$ cat src/hw/mem_pipe_settings.svh
// **************************************************
// Widths, depths and stage counts for the memory path
// **************************************************
`ifndef MEM_PIPE_SETTINGS_SVH
`define MEM_PIPE_SETTINGS_SVH

// Word address, 256 words of memory
`define MEM_ADDR_W 8

// Data word, one byte enable per byte
`define MEM_DATA_W 32

// Register stages on requests and on responses
`define MEM_REG_STAGES 2

// Waitrequest delay stages, source side sees it this late
`define MEM_WR_STAGES 2

// Sink request queue, power of two
`define MEM_QUEUE_DEPTH 8

// Cycles from a read's pop to its data
`define MEM_READ_LAT 2

`endif

$ cat src/hw/mem_pipe_pkg.sv
// **************************************************
// Shared types for the memory path, imported by RTL
// **************************************************
`default_nettype none

`include "mem_pipe_settings.svh"

package mem_pipe_pkg;

    // Word address into the sink memory
    typedef logic [`MEM_ADDR_W-1:0] mem_addr_t;

    // One data word
    typedef logic [`MEM_DATA_W-1:0] mem_data_t;

    // One bit per byte of a word
    typedef logic [`MEM_DATA_W/8-1:0] mem_byteen_t;

    // Decoder either waits for a command or holds a request
    typedef enum logic
    {
        DEC_IDLE,
        DEC_HOLD
    } dec_state_t;

endpackage

`default_nettype wire

$ cat src/hw/rsp_collect.sv
// **************************************************
// Result stage, registers read data for the host
// **************************************************
`default_nettype none

`include "mem_pipe_settings.svh"

module rsp_collect
(
    input  wire                          mem_sink,
    input  wire                          rst_n,
    input  wire                          rd_accept,
    input  wire mem_pipe_pkg::mem_data_t src_readdata,
    input  wire                          src_readdatavalid,
    output logic                         rsp_valid,
    output mem_pipe_pkg::mem_data_t      rsp_data,
    output logic                         rd_idle
);
    import mem_pipe_pkg::*;

    // Bound on reads between decoder and host, with some margin
    localparam int OUT_W = $clog2(`MEM_QUEUE_DEPTH + 2 * `MEM_REG_STAGES +
                                  `MEM_WR_STAGES + `MEM_READ_LAT + 2) + 1;

    logic [OUT_W-1:0] rd_cnt;
    mem_data_t        data_q;

    always_ff @(posedge mem_sink or negedge rst_n)
    begin
        if (!rst_n)
        begin
            rsp_valid <= 1'b0;
            rd_cnt    <= '0;
        end
        else
        begin
            rsp_valid <= src_readdatavalid;
            // up on an accepted read, down on its data
            rd_cnt    <= rd_cnt + OUT_W'(rd_accept) - OUT_W'(src_readdatavalid);
        end
    end

    always_ff @(posedge mem_sink)
    begin
        if (src_readdatavalid)
        begin
            data_q <= src_readdata;
        end
    end

    assign rsp_data = data_q;
    assign rd_idle  = (rd_cnt == '0);

    // Data with nothing outstanding means the sink made up a read
    a_no_orphan_rsp: assert property (@(posedge mem_sink) disable iff (!rst_n)
        src_readdatavalid |-> (rd_cnt != '0));

endmodule

`default_nettype wire

$ cat config.mk
export PLATFORM = sky130hd
export DESIGN_NAME = rsp_collect
export DESIGN_NICKNAME = d
export VERILOG_FILES = /design/src/hw/mem_pipe_pkg.sv /design/src/hw/rsp_collect.sv
export VERILOG_INCLUDE_DIRS = /design/src /design/src/hw
export SDC_FILE = /design/constraint.sdc
export NUM_CORES = 1
export LEC_CHECK = 0
export ABC_AREA = 1
export BUFFER_PORTS_ARGS = -buffer_cell sky130_fd_sc_hd__buf_2
export CAP_MARGIN = 20
export CORE_MARGIN = 8
export CORE_UTILIZATION = 40
export DETAILED_ROUTE_END_ITERATION = 8
export PLACE_DENSITY = 0.74
export SETUP_SLACK_MARGIN = 0.3
export SLEW_MARGIN = 10
export SYNTH_ARGS = -nofsm -noshare
export SYNTH_HDL_FRONTEND = slang
export SYNTH_SLANG_ARGS = --single-unit
$ cat constraint.sdc
create_clock -name mem_sink -period 1.8 [get_ports mem_sink]
set_clock_uncertainty 0.2 [all_clocks]
set_input_delay 0.36 -clock mem_sink [delete_from_list [all_inputs] [get_ports mem_sink]]
set_output_delay 0.36 -clock mem_sink [all_outputs]
set_load 0.1 [all_outputs]
==> flow_summary_export.csv <==
group,metric,value,unit
run_status,outcome,"complete, but fails checks",
run_status,violations,"setup timing",
setup_path,crit_slowest_cell,"dfrtp_1",
flow_run,maxCapViolCount,0,
sta,tightest_slew,0.419,ns
sta,finalMaxSlewViolations,0,
sta,finalWorstSetupSlack,-0.191,ns
synth,yosys.area.top_type,"edfxtp_1",
clocking,cts_buffers,5,
floorplanning,rows,21,
sta,rsz0062_at_grt,"yes",
synth,synth_most_common_cell,"edfxtp_1",
global_routing,grt-ovfl-total,0,
final_layout,drive_above_1_share,52.2,%
pwr,ir_drop,0.00109,V
synth,synth_top_area_share,67.8,%
synth,yosysWarnings,0,
global_routing,grt_max_degree,34,
min_path,worstHoldPathType,"in2reg",
floorplanning,ios,70,
synth,synth-main-ff-cell,"edfxtp_1",
sta,final_hold_viol_count,0,
route,final_antenna_net_count,0,
clocking,clkLatencyLatePin,0.35,ns
placed_design,portBuffers,69,
setup_path,r2r_start,"rd_cnt[0]",
clocking,cts.sinks,39,
setup_path,crit_required,1.24,ns
synth,yosys.cell_types.count,14,
route,routed_via_density,4.79,
setup_path,critPathBufInv,2,
synth,synth_commonest_cells,"32 x edfxtp_1, 15 x inv_1, 9 x nand2_1, 8 x ha_1, 7 x dfrtp_1",
final_layout,antennaDiodeCount,0,
placed_design,place_area,1880,um^2
floorplanning,dieArea,5700,um^2
setup_path,cpPeakStageDelay,0.42,ns
route,route.detailed.drc,0,
setup_path,startpoint_type,"register",
route,drt-total-wl,6040,um
setup_path,ff2ff_path_depth,9,
synth,async_flop_share,17.9,%
synth,synth_edf_count,32,
synth,syn_nets,128,
placed_design,dp_hpwl,2540,um
clocking,cts_max_level,2,
setup_path,critical_path.top_delay_family,"flip-flops",
min_path,holdPathEnd,"rd_cnt[0]",
placed_design,placedCellCount,201,
final_layout,fin_area,2950,um^2
route,vias,1203,
route,drt_iter0_markers,79,
min_path,hp-start,"rd_accept",
global_routing,antenna_found_initial,1,
global_routing,grt_pass1_vias,1243,
setup_path,endpoint_kind,"output port",
setup_path,crit_type,"reg2out",
min_path,holdPathStages,2,
pwr,p_per_area,1370,nW/um^2
global_routing,grt_pass1_wl,7490,um
pwr,power.leakage,1.31,nW
floorplanning,core_area,3360,um^2
synth,synthTopCellsByArea,"edfxtp_1 68%, dfrtp_1 12%, ha_1 7.1%",
setup_path,reg2reg_setup_slack,-0.13,ns
setup_path,r2r_end,"rd_cnt[4]",
setup_path,cp.arrival,1.43,ns
global_routing,grt_util_all_layers,19.1,%
sta,timing.final.crit_share,111,%
synth,syn_inst,83,
clocking,clk_path_buf_depth,2,
pwr,power.total,4.05,mW
sta,maxSlewHeadroom,72.1,%
sta,min_period,1.99,ns
floorplanning,fp.dieH,75.5,um
route,avgRoutedWirePerCell,24.1,um
setup_path,crit_fanout,2,
clocking,cts_tree,"built",
synth,synthesis.area,1420,um^2
sta,finalSetupViolCount,4,
route,first_pass_iters,4,
synth,ys_seq_area_share,80.2,%
final_layout,area_delta_synth_final,108,%
synth,avgSynthCellArea,17.1,um^2
sta,max_freq,0.502,GHz
final_layout,fin_cells,251,
setup_path,cp_cell_sequence,"inv_2 -> ha_4 -> nand2_4 -> nor3_4 -> buf_12",
clocking,root_buffer,"clkbuf_4",
final_layout,fin_util,87.8,%
floorplanning,initial_core_util,42.1,%
final_layout,nets,249,
clocking,cts.clk_slew.worst_paths,0.12,ns
placed_design,place_ws,-0.182,ns
synth,synth_seq_cells,39,
floorplanning,dieWidth,75.5,um
placed_design,globalplace.congestion,0.754,
metal layers:
layer	vias to the layer above	routed length [um]	track usage, %
met2	86	2980	32.7
met4	2	124	7.04
li1	523	-	-
met3	12	668	7.37
met5	-	13	0
met1	580	2250	20.8
repair_timing:
action | CTS | global route
pin swaps | 7 | 6
hold endpoints to repair | 36 | 3
gates resized for setup | 122 | 33
hold buffers | 30 | 3
buffers inserted | 5 | 4
endpoints found under the setup margin | 39 | 39
layout make-up:
type | count | area [um^2]
clock buffers | 6 | 41.3
clock inverters | 2 | 60.1
fillers | 162 | 410
inverters | 15 | 56.3
multi-input cells | 29 | 318
flip-flops and latches | 39 | 1140
well taps | 46 | 57.6
repair buffers | 114 | 1280
state kept, by name (all words and copies together), names as in the netlist:
name / count
rd_cnt: 6
rsp_data: 32
rsp_valid: 1
cell families after synthesis:
logic type,synth area share (%)
AOI/OAI and AO/OA,0.972
xor gates and xnor gates,1.86
adders and majority gates,8.48
buffers and inverters,3.97
DFF,80.2
and+or+nand+nor,4.51
cell usage in the layout (no fill, tap or decap), types with 3 or more instances in the layout:
master         count
buf_2             35
buf_12            34
dlygate4sd3_1     33
edfxtp_1          32
buf_4             10
inv_1              8
inv_2              7
dfrtp_1            7
nand2_1            5
clkbuf_4           5
ha_4               4
ha_1               4
nand2_4            3
power breakdown:
part	internal (mW)	total (mW)	leakage, nW	switching [mW]
clock network	0.434	0.760	0.0525	0.326
registers	1.13	1.26	0.395	0.128
logic	0.872	2.03	0.861	1.16
how the worst max path moves through the flow:
stage / start / endpoint / slack, ns / depth (start not counted)
3_5_place_dp: src_readdatavalid / rd_cnt[4] / -0.18 / 9
2_1_floorplan: rd_cnt[2] / rd_idle / -0.13 / 4
4_1_cts: rd_cnt[2] / rd_idle / -0.21 / 5
3_3_place_gp: src_readdatavalid / rd_cnt[4] / -0.17 / 9
5_1_grt: rd_cnt[3] / rd_idle / -0.23 / 5
6_report: rd_cnt[3] / rd_idle / -0.19 / 5
per-stage QoR:
step / hold WS [ns] / setup TNS [ns]
2_1_floorplan: -0.136 / -0.247
3_3_place_gp: 0.00916 / -0.288
3_5_place_dp: 0.00725 / -0.346
4_1_cts: 0.00374 / -0.338
5_1_grt: 0.0594 / -0.665
6_report: 0.0592 / -0.477
worst reg2reg max path, delay by kind of cell, from the launching register on:
kind                       cells  cell delay (ns)
xor gates and xnor gates       1             0.16
adders and majority gates      3             0.65
and+or+nand+nor                2             0.24
buffers and inverters          3             0.17
DFF                            1             0.42
No activity file was read; power rests on OpenSTA's default activity.
