<file path="src/hw/mem_pipe_settings.svh">
// **************************************************
// Widths, depths and stage counts for the memory path
// **************************************************
`ifndef MEM_PIPE_SETTINGS_SVH
`define MEM_PIPE_SETTINGS_SVH

// Word address, 256 words of memory
`define MEM_ADDR_W 8

// Data word, one byte enable per byte
`define MEM_DATA_W 32

// Register stages on requests and on responses
`define MEM_REG_STAGES 2

// Waitrequest delay stages, source side sees it this late
`define MEM_WR_STAGES 2

// Sink request queue, power of two
`define MEM_QUEUE_DEPTH 8

// Cycles from a read's pop to its data
`define MEM_READ_LAT 2

`endif

</file>
<file path="src/hw/mem_pipe_pkg.sv">
// **************************************************
// Shared types for the memory path, imported by RTL
// **************************************************
`default_nettype none

`include "mem_pipe_settings.svh"

package mem_pipe_pkg;

    // Word address into the sink memory
    typedef logic [`MEM_ADDR_W-1:0] mem_addr_t;

    // One data word
    typedef logic [`MEM_DATA_W-1:0] mem_data_t;

    // One bit per byte of a word
    typedef logic [`MEM_DATA_W/8-1:0] mem_byteen_t;

    // Decoder either waits for a command or holds a request
    typedef enum logic
    {
        DEC_IDLE,
        DEC_HOLD
    } dec_state_t;

endpackage

`default_nettype wire

</file>
<file path="src/hw/req_decode.sv">
// **************************************************
// Decode stage, host command to held Avalon request
// **************************************************
`default_nettype none

`include "mem_pipe_settings.svh"

module req_decode
(
    input  wire                       mem_sink,
    input  wire                       rst_n,
    input  wire                       cmd_valid,
    input  wire                       cmd_write,
    input  wire mem_pipe_pkg::mem_addr_t   cmd_addr,
    input  wire mem_pipe_pkg::mem_data_t   cmd_wdata,
    input  wire mem_pipe_pkg::mem_byteen_t cmd_byteen,
    input  wire                       src_waitrequest,
    output logic                      cmd_ready,
    output logic                      rd_accept,
    output logic                      src_read,
    output logic                      src_write,
    output mem_pipe_pkg::mem_addr_t   src_address,
    output mem_pipe_pkg::mem_data_t   src_writedata,
    output mem_pipe_pkg::mem_byteen_t src_byteenable
);
    import mem_pipe_pkg::*;

    dec_state_t  state;
    logic        hold_write;
    mem_addr_t   hold_addr;
    mem_data_t   hold_wdata;
    mem_byteen_t hold_be;

    // Held request leaves on a cycle with waitrequest low
    logic        req_taken;

    assign req_taken = (state == DEC_HOLD) && !src_waitrequest;

    // Room for a new command when idle or when the held one goes now
    assign cmd_ready = (state == DEC_IDLE) || req_taken;

    always_ff @(posedge mem_sink or negedge rst_n)
    begin
        if (!rst_n)
        begin
            state <= DEC_IDLE;
        end
        else if (cmd_valid && cmd_ready)
        begin
            state <= DEC_HOLD;
        end
        else if (req_taken)
        begin
            state <= DEC_IDLE;
        end
    end

    // Command payload, loaded only on accept
    always_ff @(posedge mem_sink)
    begin
        if (cmd_valid && cmd_ready)
        begin
            hold_write <= cmd_write;
            hold_addr  <= cmd_addr;
            hold_wdata <= cmd_wdata;
            hold_be    <= cmd_byteen;
        end
    end

    assign src_read       = (state == DEC_HOLD) && !hold_write;
    assign src_write      = (state == DEC_HOLD) && hold_write;
    assign src_address    = hold_addr;
    assign src_writedata  = hold_wdata;
    assign src_byteenable = hold_be;

    // One pulse per read that actually enters the pipe
    assign rd_accept = src_read && !src_waitrequest;

    // Avalon master rule, request frozen under waitrequest
    a_req_stable: assert property (@(posedge mem_sink) disable iff (!rst_n)
        (src_read || src_write) && src_waitrequest |=>
            $stable({src_read, src_write, src_address, src_writedata, src_byteenable}));

endmodule

`default_nettype wire

</file>
<file path="config.mk">
export PLATFORM = sky130hd
export DESIGN_NAME = req_decode
export DESIGN_NICKNAME = d
export VERILOG_FILES = /design/src/hw/mem_pipe_pkg.sv /design/src/hw/req_decode.sv
export VERILOG_INCLUDE_DIRS = /design/src /design/src/hw
export SDC_FILE = /design/constraint.sdc
export NUM_CORES = 1
export LEC_CHECK = 0
export ABC_AREA = 1
export BUFFER_PORTS_ARGS = -buffer_cell sky130_fd_sc_hd__buf_2
export CAP_MARGIN = 20
export CORE_ASPECT_RATIO = 0.6
export CORE_MARGIN = 4
export CORE_UTILIZATION = 43
export DETAILED_ROUTE_END_ITERATION = 7
export PLACE_DENSITY = 0.83
export SLEW_MARGIN = 20
export SYNTH_ARGS = -nofsm -noshare
export SYNTH_HDL_FRONTEND = slang
export SYNTH_SLANG_ARGS = --single-unit
</file>
<file path="constraint.sdc">
create_clock -name mem_sink -period 6.2 [get_ports mem_sink]
set_input_delay 0.93 -clock mem_sink [delete_from_list [all_inputs] [get_ports mem_sink]]
set_output_delay 0.93 -clock mem_sink [all_outputs]
set_load 0.02 [all_outputs]
</file>
==> metrics list <==
- In this run the most used layer during global routing was met2.
- Minimum clock period after layout: around 2.3 ns
- Net switching is 22.4% of the power.
- STA classifies the critical path endpoint as an output pin.
- Class of the most critical hold timing path: primary input to asynchronous set/reset pin
- Overall overflow remaining after global route: 0
- The later pin in the worst-skew pair is clocked with a latency of roughly 0.29 ns.
- Result of the run: completed
- The analysis attributes to cell leakage a power of slightly above 0.9 nW.
- Critical R2R Launch: state
- Dividing total power by cell area gives a power density of 289 nW/µm².
* Detail Route Antenna Nets: 0
- Vias per std cell: between 4 and 5
- Final hold analysis gives a worst-case slack of between 0.3 and 0.4 ns.
- Largest delay contributor family on the critical path: buffers and inverters
- Global-route wire length before repair: a little over 4000 µm
* Clock Root Buffer: sky130_fd_sc_hd__clkbuf_8
- The first routing iteration left 11 violations.
- Setup slack of the most critical reg-to-reg path: roughly 4.8 ns
* Vertical die dimension: around 52 µm
- The largest single stage delay on the critical path is approximately 0.17 ns.
* Dominant cells by area after synthesis: sky130_fd_sc_hd__edfxtp_1 (95%), sky130_fd_sc_hd__dfrtp_1 (1.8%), sky130_fd_sc_hd__inv_1 (1.1%)
- Total clock buffers created by CTS: 5
* Syn_area_per_cell: approximately 25 µm²
- Hold buffer count at CTS: 0
- Adding up every negative setup slack in the final design gives 0 ns.
* Initial standard-cell utilization of the core: ~47%
* Summed instance area of the synthesized netlist: between 1000 and 1500 µm²
- Vias in the first global route: 912
- In this run the deepest clock path goes through 2 buffers.
* CP dominant cell by count: sky130_fd_sc_hd__buf_2
- Data required, critical path: 5.27 ns
- CTS saw 46 sinks.
- Clock Skews: approximately 0.0018 ns
- The first detailed-routing pass ran for 4 iterations.
* Start-to-end type of the worst setup path: primary input to output pin
- Remaining design rule violation count: 0
- For this run, the register share of the synthesized area comes to between 90% and 100%.
- Pin slew with the least headroom to its limit: about 0.54 ns
- The initial antenna violation count was 0.
- Entering global routing, the biggest net connects 46 pins.
- Number of rows in the core area: 15
- Net count reported at finish: roughly 210
- P_int: between 0.4 and 0.5 mW
- Post-CTS repair changed the size of 0 cells.
- In this run the worst path has a maximum fanout of 3.
- Normalized max-slew margin: a little under two thirds
* Final core area utilization: about two thirds
- DR vias: approximately 900
- Counting flops and latches in the post-synthesis netlist gives between 40 and 50.
- Routed wirelength normalized by instance count: 14.1 µm
* Category of the worst setup path launch point: primary input
- Global routing used between 10% and 20% of the available tracks across all layers.
* Deepest level of the CTS H-tree: 2
- In this run the tool buffered the top-level ports with 96 buffer cells.
- Wirelength, routed: 2870 µm
- Reg2Reg Capture Point: src_writedata[2]
* Number of different library cells in the post-synthesis netlist: 6
* Layout cell share with drive strength beyond 1: roughly 65%
- Combinational group share of total power: a little over a tenth
- For this run, global-route usage on met3 was measured as under 10%.
* Diodes inserted: 0
* Critical path, cell by cell: buf_2, nor2_2, buf_2
- In the global route stage, met1 resource usage came out at between 10% and 20%.
- Global routing consumed, on the met2 layer, approximately 23% of the routing resources.
- The slowest stage of the critical path is the sky130_fd_sc_hd__buf_2 cell.
- The floorplan step defined a die boundary enclosing 4310 µm².
- Max Freq: about 440 MHz
- Core area: roughly 3000 µm²
- After filler insertion, the fill cell instance count of the layout stands at around 220.
* Total power: slightly below 0.6 mW
- TritonCTS built the clock tree.
* Synthesis-to-layout area growth: 44.6%
- Share of Yosys cell area claimed by the top area cell type: 95.3%
* Post-CTS setup repair buffer count: 0
- The clock network burns around 27% of the power.
- Setup repair after global routing left no endpoint under its margin.
- The Yosys step of the flow raised 0 warnings.
* Worst Reg2Reg Path Length in Cells: 2
- The critical path contains buffers and inverters numbering 2 combined.
- Area taken by flip-flops and latches: 1380 µm²
* Area taken by multi-input logic gates: 37.5 µm²
- Synthesis handed over a netlist of 56 instances.
* Setup Viol. Count Final: 0
* Share of the clock period used by the worst path: 36.4%
* Sequential Power Share: just over 60%
- Final-report max-slew violation count: 0
- HPWL after DPL: 2200 µm
- Synthesized netlist net count: between 100 and 150
- Count of max-cap constraint violations: 0
- Net Sw Power: approximately 0.13 mW
- Top-Level Pins: 97
* Final hold violations: 0
* Endpoint arrival time on the critical path: around 1.3 ns
- Across the VDD grid, the largest voltage drop is 189 µV.
- Clock-pin transition on the worst setup and hold timing paths: 0.07 ns
- Final RePlAce weighted congestion: between 0.7 and 0.8
* Cell type contributing the most total cell area after synthesis: sky130_fd_sc_hd__edfxtp_1
* Die boundary width: between 80 and 90 µm
## synth_stat cells
cell type,n
sky130_fd_sc_hd__edfxtp_1,45
sky130_fd_sc_hd__nor2_2,1
sky130_fd_sc_hd__nand2_1,4
sky130_fd_sc_hd__a21oi_1,1
sky130_fd_sc_hd__dfrtp_1,1
sky130_fd_sc_hd__inv_1,4
## layer usage
layer	vias up	part of all wire (%)	wire (µm)
li1	418	-	-
met1	406	35	1010
met2	69	46	1330
met3	3	17	498
met4	0	0.98	28
met5	-	0	0
## layout make-up
| class | instances | share of cell area, % |
|---|---|---|
| Sequential cell | 46 | 67.2 |
| Clock inverter | 3 | 0.549 |
| Multi-Input combinational cell | 6 | 1.83 |
| Tap cell | 42 | 2.56 |
| Clock buffer | 5 | 3.36 |
| Inverter | 4 | 0.733 |
| Timing Repair Buffer | 97 | 23.8 |
## layout by cell type, fill, tap and decap left out, drive strengths merged
| cell type | count |
|---|---|
| buf | 97 |
| edfxtp | 45 |
| clkbuf | 5 |
| inv | 4 |
| nand2 | 4 |
| clkinv | 3 |
| nor2 | 1 |
| a21oi | 1 |
| dfrtp | 1 |
## power by group through the flow
stage          clock, mW  combinational [mW]  sequential, mW
3_3_place_gp           0              0.0632           0.373
5_1_grt            0.189              0.0688           0.368
2_1_floorplan          0             0.00943           0.395
6_report           0.162              0.0638           0.366
3_5_place_dp           0              0.0650           0.373
4_1_cts            0.171              0.0649           0.366
## worst register-to-register path, stage by stage, from the launching register on
cell	delay [ns]
sky130_fd_sc_hd__dfrtp_1	0.44
sky130_fd_sc_hd__a21oi_4	0.15
sky130_fd_sc_hd__buf_4	0.47
## kinds of logic (layout without fill, tap and decap cells)
| logic type | Yosys count | count (layout) | share of synthesized area, % |
|---|---|---|---|
| flip-flops | 46 | 46 | 97.1 |
| AND/OR/NAND/NOR | 5 | 5 | 1.50 |
| buffers and inverters | 4 | 109 | 1.06 |
| AO/OA/AOI/OAI | 1 | 1 | 0.353 |
## stage by stage
stage | area (µm²) | setup slack [ns] | instances
final | 2050 | 3.94 | 203
after global routing | 2050 | 3.93 | 203
after CTS | 2050 | 3.94 | 203
after detailed placement | 1970 | 3.94 | 195
after global placement | 1970 | 3.96 | 195
after floorplan | 1420 | 2.57 | 56
## worst max-delay path by stage
stage | startpoint | end | slack, ns | cells after the start
after CTS | src_waitrequest | rd_accept | 3.94 | 3
after global placement | src_waitrequest | rd_accept | 3.96 | 3
after global routing | src_waitrequest | rd_accept | 3.93 | 3
after floorplan | cmd_valid | hold_write | 2.57 | 2
final | src_waitrequest | rd_accept | 3.94 | 3
after detailed placement | src_waitrequest | rd_accept | 3.94 | 3
## state kept, by name (all words and copies together) (netlist names)
| register | cells |
|---|---|
| hold_write | 1 |
| src_address | 8 |
| src_byteenable | 4 |
| src_writedata | 32 |
| state | 1 |
(Power assumes the default switching activity.)
