**src/hw/mem_pipe_settings.svh**
```systemverilog
// **************************************************
// Widths, depths and stage counts for the memory path
// **************************************************
`ifndef MEM_PIPE_SETTINGS_SVH
`define MEM_PIPE_SETTINGS_SVH

// Word address, 256 words of memory
`define MEM_ADDR_W 8

// Data word, one byte enable per byte
`define MEM_DATA_W 32

// Register stages on requests and on responses
`define MEM_REG_STAGES 2

// Waitrequest delay stages, source side sees it this late
`define MEM_WR_STAGES 2

// Sink request queue, power of two
`define MEM_QUEUE_DEPTH 8

// Cycles from a read's pop to its data
`define MEM_READ_LAT 2

`endif

```
**src/hw/mem_pipe_pkg.sv**
```systemverilog
// **************************************************
// Shared types for the memory path, imported by RTL
// **************************************************
`default_nettype none

`include "mem_pipe_settings.svh"

package mem_pipe_pkg;

    // Word address into the sink memory
    typedef logic [`MEM_ADDR_W-1:0] mem_addr_t;

    // One data word
    typedef logic [`MEM_DATA_W-1:0] mem_data_t;

    // One bit per byte of a word
    typedef logic [`MEM_DATA_W/8-1:0] mem_byteen_t;

    // Decoder either waits for a command or holds a request
    typedef enum logic
    {
        DEC_IDLE,
        DEC_HOLD
    } dec_state_t;

endpackage

`default_nettype wire

```
**src/hw/avmm_reg_pipe.sv**
```systemverilog
// **************************************************
// Register stages between Avalon master and sink
// Waitrequest runs on its own delay line, almost full
// **************************************************
`default_nettype none

`include "mem_pipe_settings.svh"

module avmm_reg_pipe
(
    input  wire                            mem_sink,
    input  wire                            rst_n,
    input  wire                            src_read,
    input  wire                            src_write,
    input  wire mem_pipe_pkg::mem_addr_t   src_address,
    input  wire mem_pipe_pkg::mem_data_t   src_writedata,
    input  wire mem_pipe_pkg::mem_byteen_t src_byteenable,
    input  wire                            snk_waitrequest,
    input  wire mem_pipe_pkg::mem_data_t   snk_readdata,
    input  wire                            snk_readdatavalid,
    output logic                           src_waitrequest,
    output mem_pipe_pkg::mem_data_t        src_readdata,
    output logic                           src_readdatavalid,
    output logic                           snk_read,
    output logic                           snk_write,
    output mem_pipe_pkg::mem_addr_t        snk_address,
    output mem_pipe_pkg::mem_data_t        snk_writedata,
    output mem_pipe_pkg::mem_byteen_t      snk_byteenable
);
    import mem_pipe_pkg::*;

    localparam int NR = `MEM_REG_STAGES;
    localparam int NW = `MEM_WR_STAGES;

    // Source read/write only count when the delayed waitrequest is low
    logic src_rd_go;
    logic src_wr_go;

    assign src_rd_go = src_read && !src_waitrequest;
    assign src_wr_go = src_write && !src_waitrequest;

    generate
        if (NR == 0)
        begin : g_wires
            assign snk_read          = src_rd_go;
            assign snk_write         = src_wr_go;
            assign snk_address       = src_address;
            assign snk_writedata     = src_writedata;
            assign snk_byteenable    = src_byteenable;
            assign src_readdata      = snk_readdata;
            assign src_readdatavalid = snk_readdatavalid;
        end
        else
        begin : g_regs
            // Requests enter at 1 and leave at NR
            logic        rd_q    [1:NR];
            logic        wr_q    [1:NR];
            mem_addr_t   addr_q  [1:NR];
            mem_data_t   wdata_q [1:NR];
            mem_byteen_t be_q    [1:NR];
            // Responses enter at NR and leave at 1
            logic        rdv_q   [1:NR];
            mem_data_t   rdata_q [1:NR];

            always_ff @(posedge mem_sink or negedge rst_n)
            begin
                if (!rst_n)
                begin
                    for (int i = 1; i <= NR; i++)
                    begin
                        rd_q[i]  <= 1'b0;
                        wr_q[i]  <= 1'b0;
                        rdv_q[i] <= 1'b0;
                    end
                end
                else
                begin
                    rd_q[1]    <= src_rd_go;
                    wr_q[1]    <= src_wr_go;
                    rdv_q[NR]  <= snk_readdatavalid;
                    for (int i = 2; i <= NR; i++)
                    begin
                        rd_q[i]    <= rd_q[i-1];
                        wr_q[i]    <= wr_q[i-1];
                        rdv_q[i-1] <= rdv_q[i];
                    end
                end
            end

            // Payload shifts without reset, qualified by the control bits
            always_ff @(posedge mem_sink)
            begin
                addr_q[1]   <= src_address;
                wdata_q[1]  <= src_writedata;
                be_q[1]     <= src_byteenable;
                rdata_q[NR] <= snk_readdata;
                for (int i = 2; i <= NR; i++)
                begin
                    addr_q[i]    <= addr_q[i-1];
                    wdata_q[i]   <= wdata_q[i-1];
                    be_q[i]      <= be_q[i-1];
                    rdata_q[i-1] <= rdata_q[i];
                end
            end

            assign snk_read          = rd_q[NR];
            assign snk_write         = wr_q[NR];
            assign snk_address       = addr_q[NR];
            assign snk_writedata     = wdata_q[NR];
            assign snk_byteenable    = be_q[NR];
            assign src_readdata      = rdata_q[1];
            assign src_readdatavalid = rdv_q[1];
        end
    endgenerate

    generate
        if (NW == 0)
        begin : g_wr_wire
            assign src_waitrequest = snk_waitrequest;
        end
        else
        begin : g_wr_shift
            // Sink waitrequest shifts in at bit 0
            logic [NW-1:0] wr_sr;

            always_ff @(posedge mem_sink or negedge rst_n)
            begin
                if (!rst_n)
                begin
                    wr_sr <= '0;
                end
                else
                begin
                    wr_sr <= (wr_sr << 1) | NW'(snk_waitrequest);
                end
            end

            assign src_waitrequest = wr_sr[NW-1];
        end
    endgenerate

    // No stale response may leak out of reset, whatever the sink does
    a_no_rdv_in_reset: assert property (@(posedge mem_sink)
        !rst_n |-> !src_readdatavalid);

endmodule

`default_nettype wire

```
**config.mk**
```make
export PLATFORM = sky130hd
export DESIGN_NAME = avmm_reg_pipe
export DESIGN_NICKNAME = d
export VERILOG_FILES = /design/src/hw/mem_pipe_pkg.sv /design/src/hw/avmm_reg_pipe.sv
export VERILOG_INCLUDE_DIRS = /design/src /design/src/hw
export SDC_FILE = /design/constraint.sdc
export NUM_CORES = 1
export LEC_CHECK = 0
export CORE_MARGIN = 1
export CORE_UTILIZATION = 35
export CTS_CLUSTER_DIAMETER = 100
export DETAILED_ROUTE_END_ITERATION = 10
export DONT_BUFFER_PORTS = 1
export SLEW_MARGIN = 25
export SYNTH_ARGS = -nofsm -noshare
export SYNTH_HDL_FRONTEND = slang
export SYNTH_SLANG_ARGS = --single-unit
```
**constraint.sdc**
```tcl
create_clock -name mem_sink -period 0.8 [get_ports mem_sink]
set_input_delay 0.08 -clock mem_sink [delete_from_list [all_inputs] [get_ports mem_sink]]
set_output_delay 0.08 -clock mem_sink [all_outputs]
set_load 0.02 [all_outputs]
```
==> impl_results.md <==
* Final net count at ~350
* Gate power share at 0.020
* Clock power share at 0.474
* CP max-delay cell: dfrtp_1
* Diodes inserted at 0
* I/O pin cnt at around 160
* Syn_nets at 244
* Avg WL per Cell at about 14 microns
* Critical Path End Type: output port
* Die span in y at 98.4 microns
* RSZ-0062 raised after global routing: true
* Final antenna-violating net count at 0
* Root Buffer: clkbuf_8
* Worst setup SP type: flop
* Status: finished, violations left
* Post-synthesis cell type count at 3
* Clock Path Buffers at 2
* Endpoints failing setup at 82
* Max_cap viols at 0
* Sequential cell area at 0.00353 sq mm
* Max incr delay on CP at about 0.40 ns
* First-pass GRT wire length at 8510 microns
* Hold Crit Class: input pin to async pin
* Largest net degree at the start of global routing at 17
* Critical path class: flop to output port
* CP Data Arrival Time at 1.03 ns
* LEAKAGE at 2.07 nW
* GR Overflow Total at 0
* Fin crit period at 1.11 ns
* CTS tree: yes
* Final Util at 0.581
* Setup WS post-layout at -0.314 ns
* Non-Filler Instances at 387
* CP Cell Sequence: buf_6
* Number of synthesized register bits at 160
* Fin. Hold Viols at 0
* Cell Area, Synth at ~0.0033 sq mm
* Sequential Power Share at 0.506
* Core region area at between 0.008 and 0.009 sq mm
* DRC errors left at 10
* Initial Util at 0.368
* Failing checks: design-rule violations, negative setup slack
* Number of fill cells at ~660
* DR vias at 1513
* Pwr Density at approximately 3400 mW/mm^2
* Worst R2R Start: g_wr_shift.wr_sr[1]
* Setup crit start: g_wr_shift.wr_sr[1]
* Switching power at around 3.5 mW
* CTS buffer count at 17
* Number of core rows at 34
* Fraction of layout cells with a size suffix above 1 at 0.398
* Register area share after synthesis at 0.996
* Gr usage total at 0.121
* Via/cell ratio at 3.91
* Max frequency at 898 MHz
* Placed cells at approximately 270
* Int Pwr at 13.8 mW
* Critical Path RT at about 0.72 ns
* Crit path buffers/inverters at 1
* Area of the multi-input gates at 12.5 sq um
* Die footprint at 0.00969 sq mm
* Period utilization at 1.39
* Worst-Margin Slew at 0.365 ns
* Post-DP HPWL at 3160 microns
* Final WL at 5610 microns
* Clock-pin slew on the worst setup and hold paths at 0.06 ns
* Area grow syn2layout at 58.0%
* Final Skew at 0.00556 ns
* Cells after Synth at 162
* Clock sink count at 160
* H-tree depth at 4
* Sw Share at 0.201
* Crit Path Max Fanout at 2
* Antenna violations before repair at 0
* Vias in the first global route at ~1700
* Path depth of the worst reg2reg path at 3
* Top Family by Delay on Critical Path: flip-flops
* Syn_area_per_cell at 20.1 sq um
* DIE WIDTH at approximately 98 microns
* Clock latency on the worst-skew pair at 0.49 ns
* Number of warnings issued by yosys at 0
* Initial DRC Count at 33
* Slew Limit Fails at 0
* Placer Congestion at 0.585
* IO buf count at 0
* CP Depth at 1
* Max_slew headroom at 0.757
* DR pass1 iterations at 7
* VDD IR max at 2.24 mV
through the flow:
stage | hold slack [ns] | instance area (sq um) | power [mW] | setup WS [ns] | TNS [ns]
floorplan | -0.216 | 3260 | 8.94 | 0.167 | 0
global placement | -0.215 | 3400 | 8.99 | 0.188 | 0
detailed placement | -0.215 | 3400 | 9.01 | 0.180 | 0
CTS | 0.0934 | 5130 | 17.4 | -0.334 | -14.79
global route | 0.0911 | 5140 | 17.9 | -0.372 | -16.01
finish | 0.112 | 5140 | 17.2 | -0.314 | -12.08
area by class of cell:
cell class              instances  area share
well taps                     108      0.0263
clock buffers                  20      0.0847
clock inverters                12      0.0350
multi-input cells               2     0.00243
flip-flops and latches        160       0.686
repair buffers                 85       0.165
cells in the mapped netlist:
master   count  area share
nor2b_1      2      0.0038
dfrtp_1      8       0.061
dfxtp_1    152        0.93
worst paths after layout:
check / to / slack (ns)
worst max-delay path: src_waitrequest / -0.31
worst min-delay path: snk_read / 0.11
worst max register to register: g_regs.wr_q[1] / -0.04
worst min register to register: g_regs.rdata_q[1][28] / 0.32
max in group asynchronous: src_readdatavalid / 0.40
min in group mem_sink: g_regs.wdata_q[1][18] / 0.13
cells in the final DEF, fill, tap and decap left out:
| master | Yosys | final |
|---|---|---|
| dlygate4sd3_1 | 0 | 81 |
| dfxtp_1 | 152 | 76 |
| dfxtp_4 | 0 | 76 |
| clkbuf_16 | 0 | 16 |
| dfrtp_1 | 8 | 6 |
| inv_6 | 0 | 4 |
| bufinv_16 | 0 | 4 |
| nor2b_1 | 2 | 2 |
| clkbuf_8 | 0 | 2 |
| clkbuf_1 | 0 | 2 |
| clkinv_2 | 0 | 2 |
| clkinvlp_4 | 0 | 2 |
| buf_4 | 0 | 2 |
| dfrtp_2 | 0 | 2 |
| dlymetal6s4s_1 | 0 | 1 |
| buf_6 | 0 | 1 |
what timing repair did:
action	in CTS	in global routing
hold buffers	82	0
resized for setup	153	3
pin swaps	0	0
endpoints found under the hold margin	88	0
setup endpoints to repair	80	80
buffers inserted	1	1
per-layer routing:
| layer | part of all wire | global-route usage |
|---|---|---|
| met1 | 0.34 | 0.108 |
| met5 | 0 | 0 |
| met3 | 0.11 | 0.0745 |
| met2 | 0.53 | 0.216 |
| met4 | 0.019 | 0.0563 |
power groups by stage:
stage / combinational, mW / clock (mW) / sequential (mW)
after CTS: 0.340 / 8.39 / 8.72
after global placement: 0.0111 / 0 / 8.98
final: 0.348 / 8.18 / 8.72
after floorplan: 0.00336 / 0 / 8.94
after detailed placement: 0.0110 / 0 / 9.00
after global routing: 0.371 / 8.78 / 8.76
registers in the layout (all words and copies together), names as in the netlist, 2 cells and up:
register / count
g_regs.wdata_q: 64
g_regs.addr_q: 16
g_wr_shift.wr_sr: 2
g_regs.rdata_q: 64
g_regs.be_q: 8
logic make-up (layout without fill, tap and decap cells):
group	Yosys count	count (layout)	synth area share
buf+inv	0	117	0
flops	160	160	0.996
simple gates	2	2	0.00384
Power figures use the tool's default switching activity.
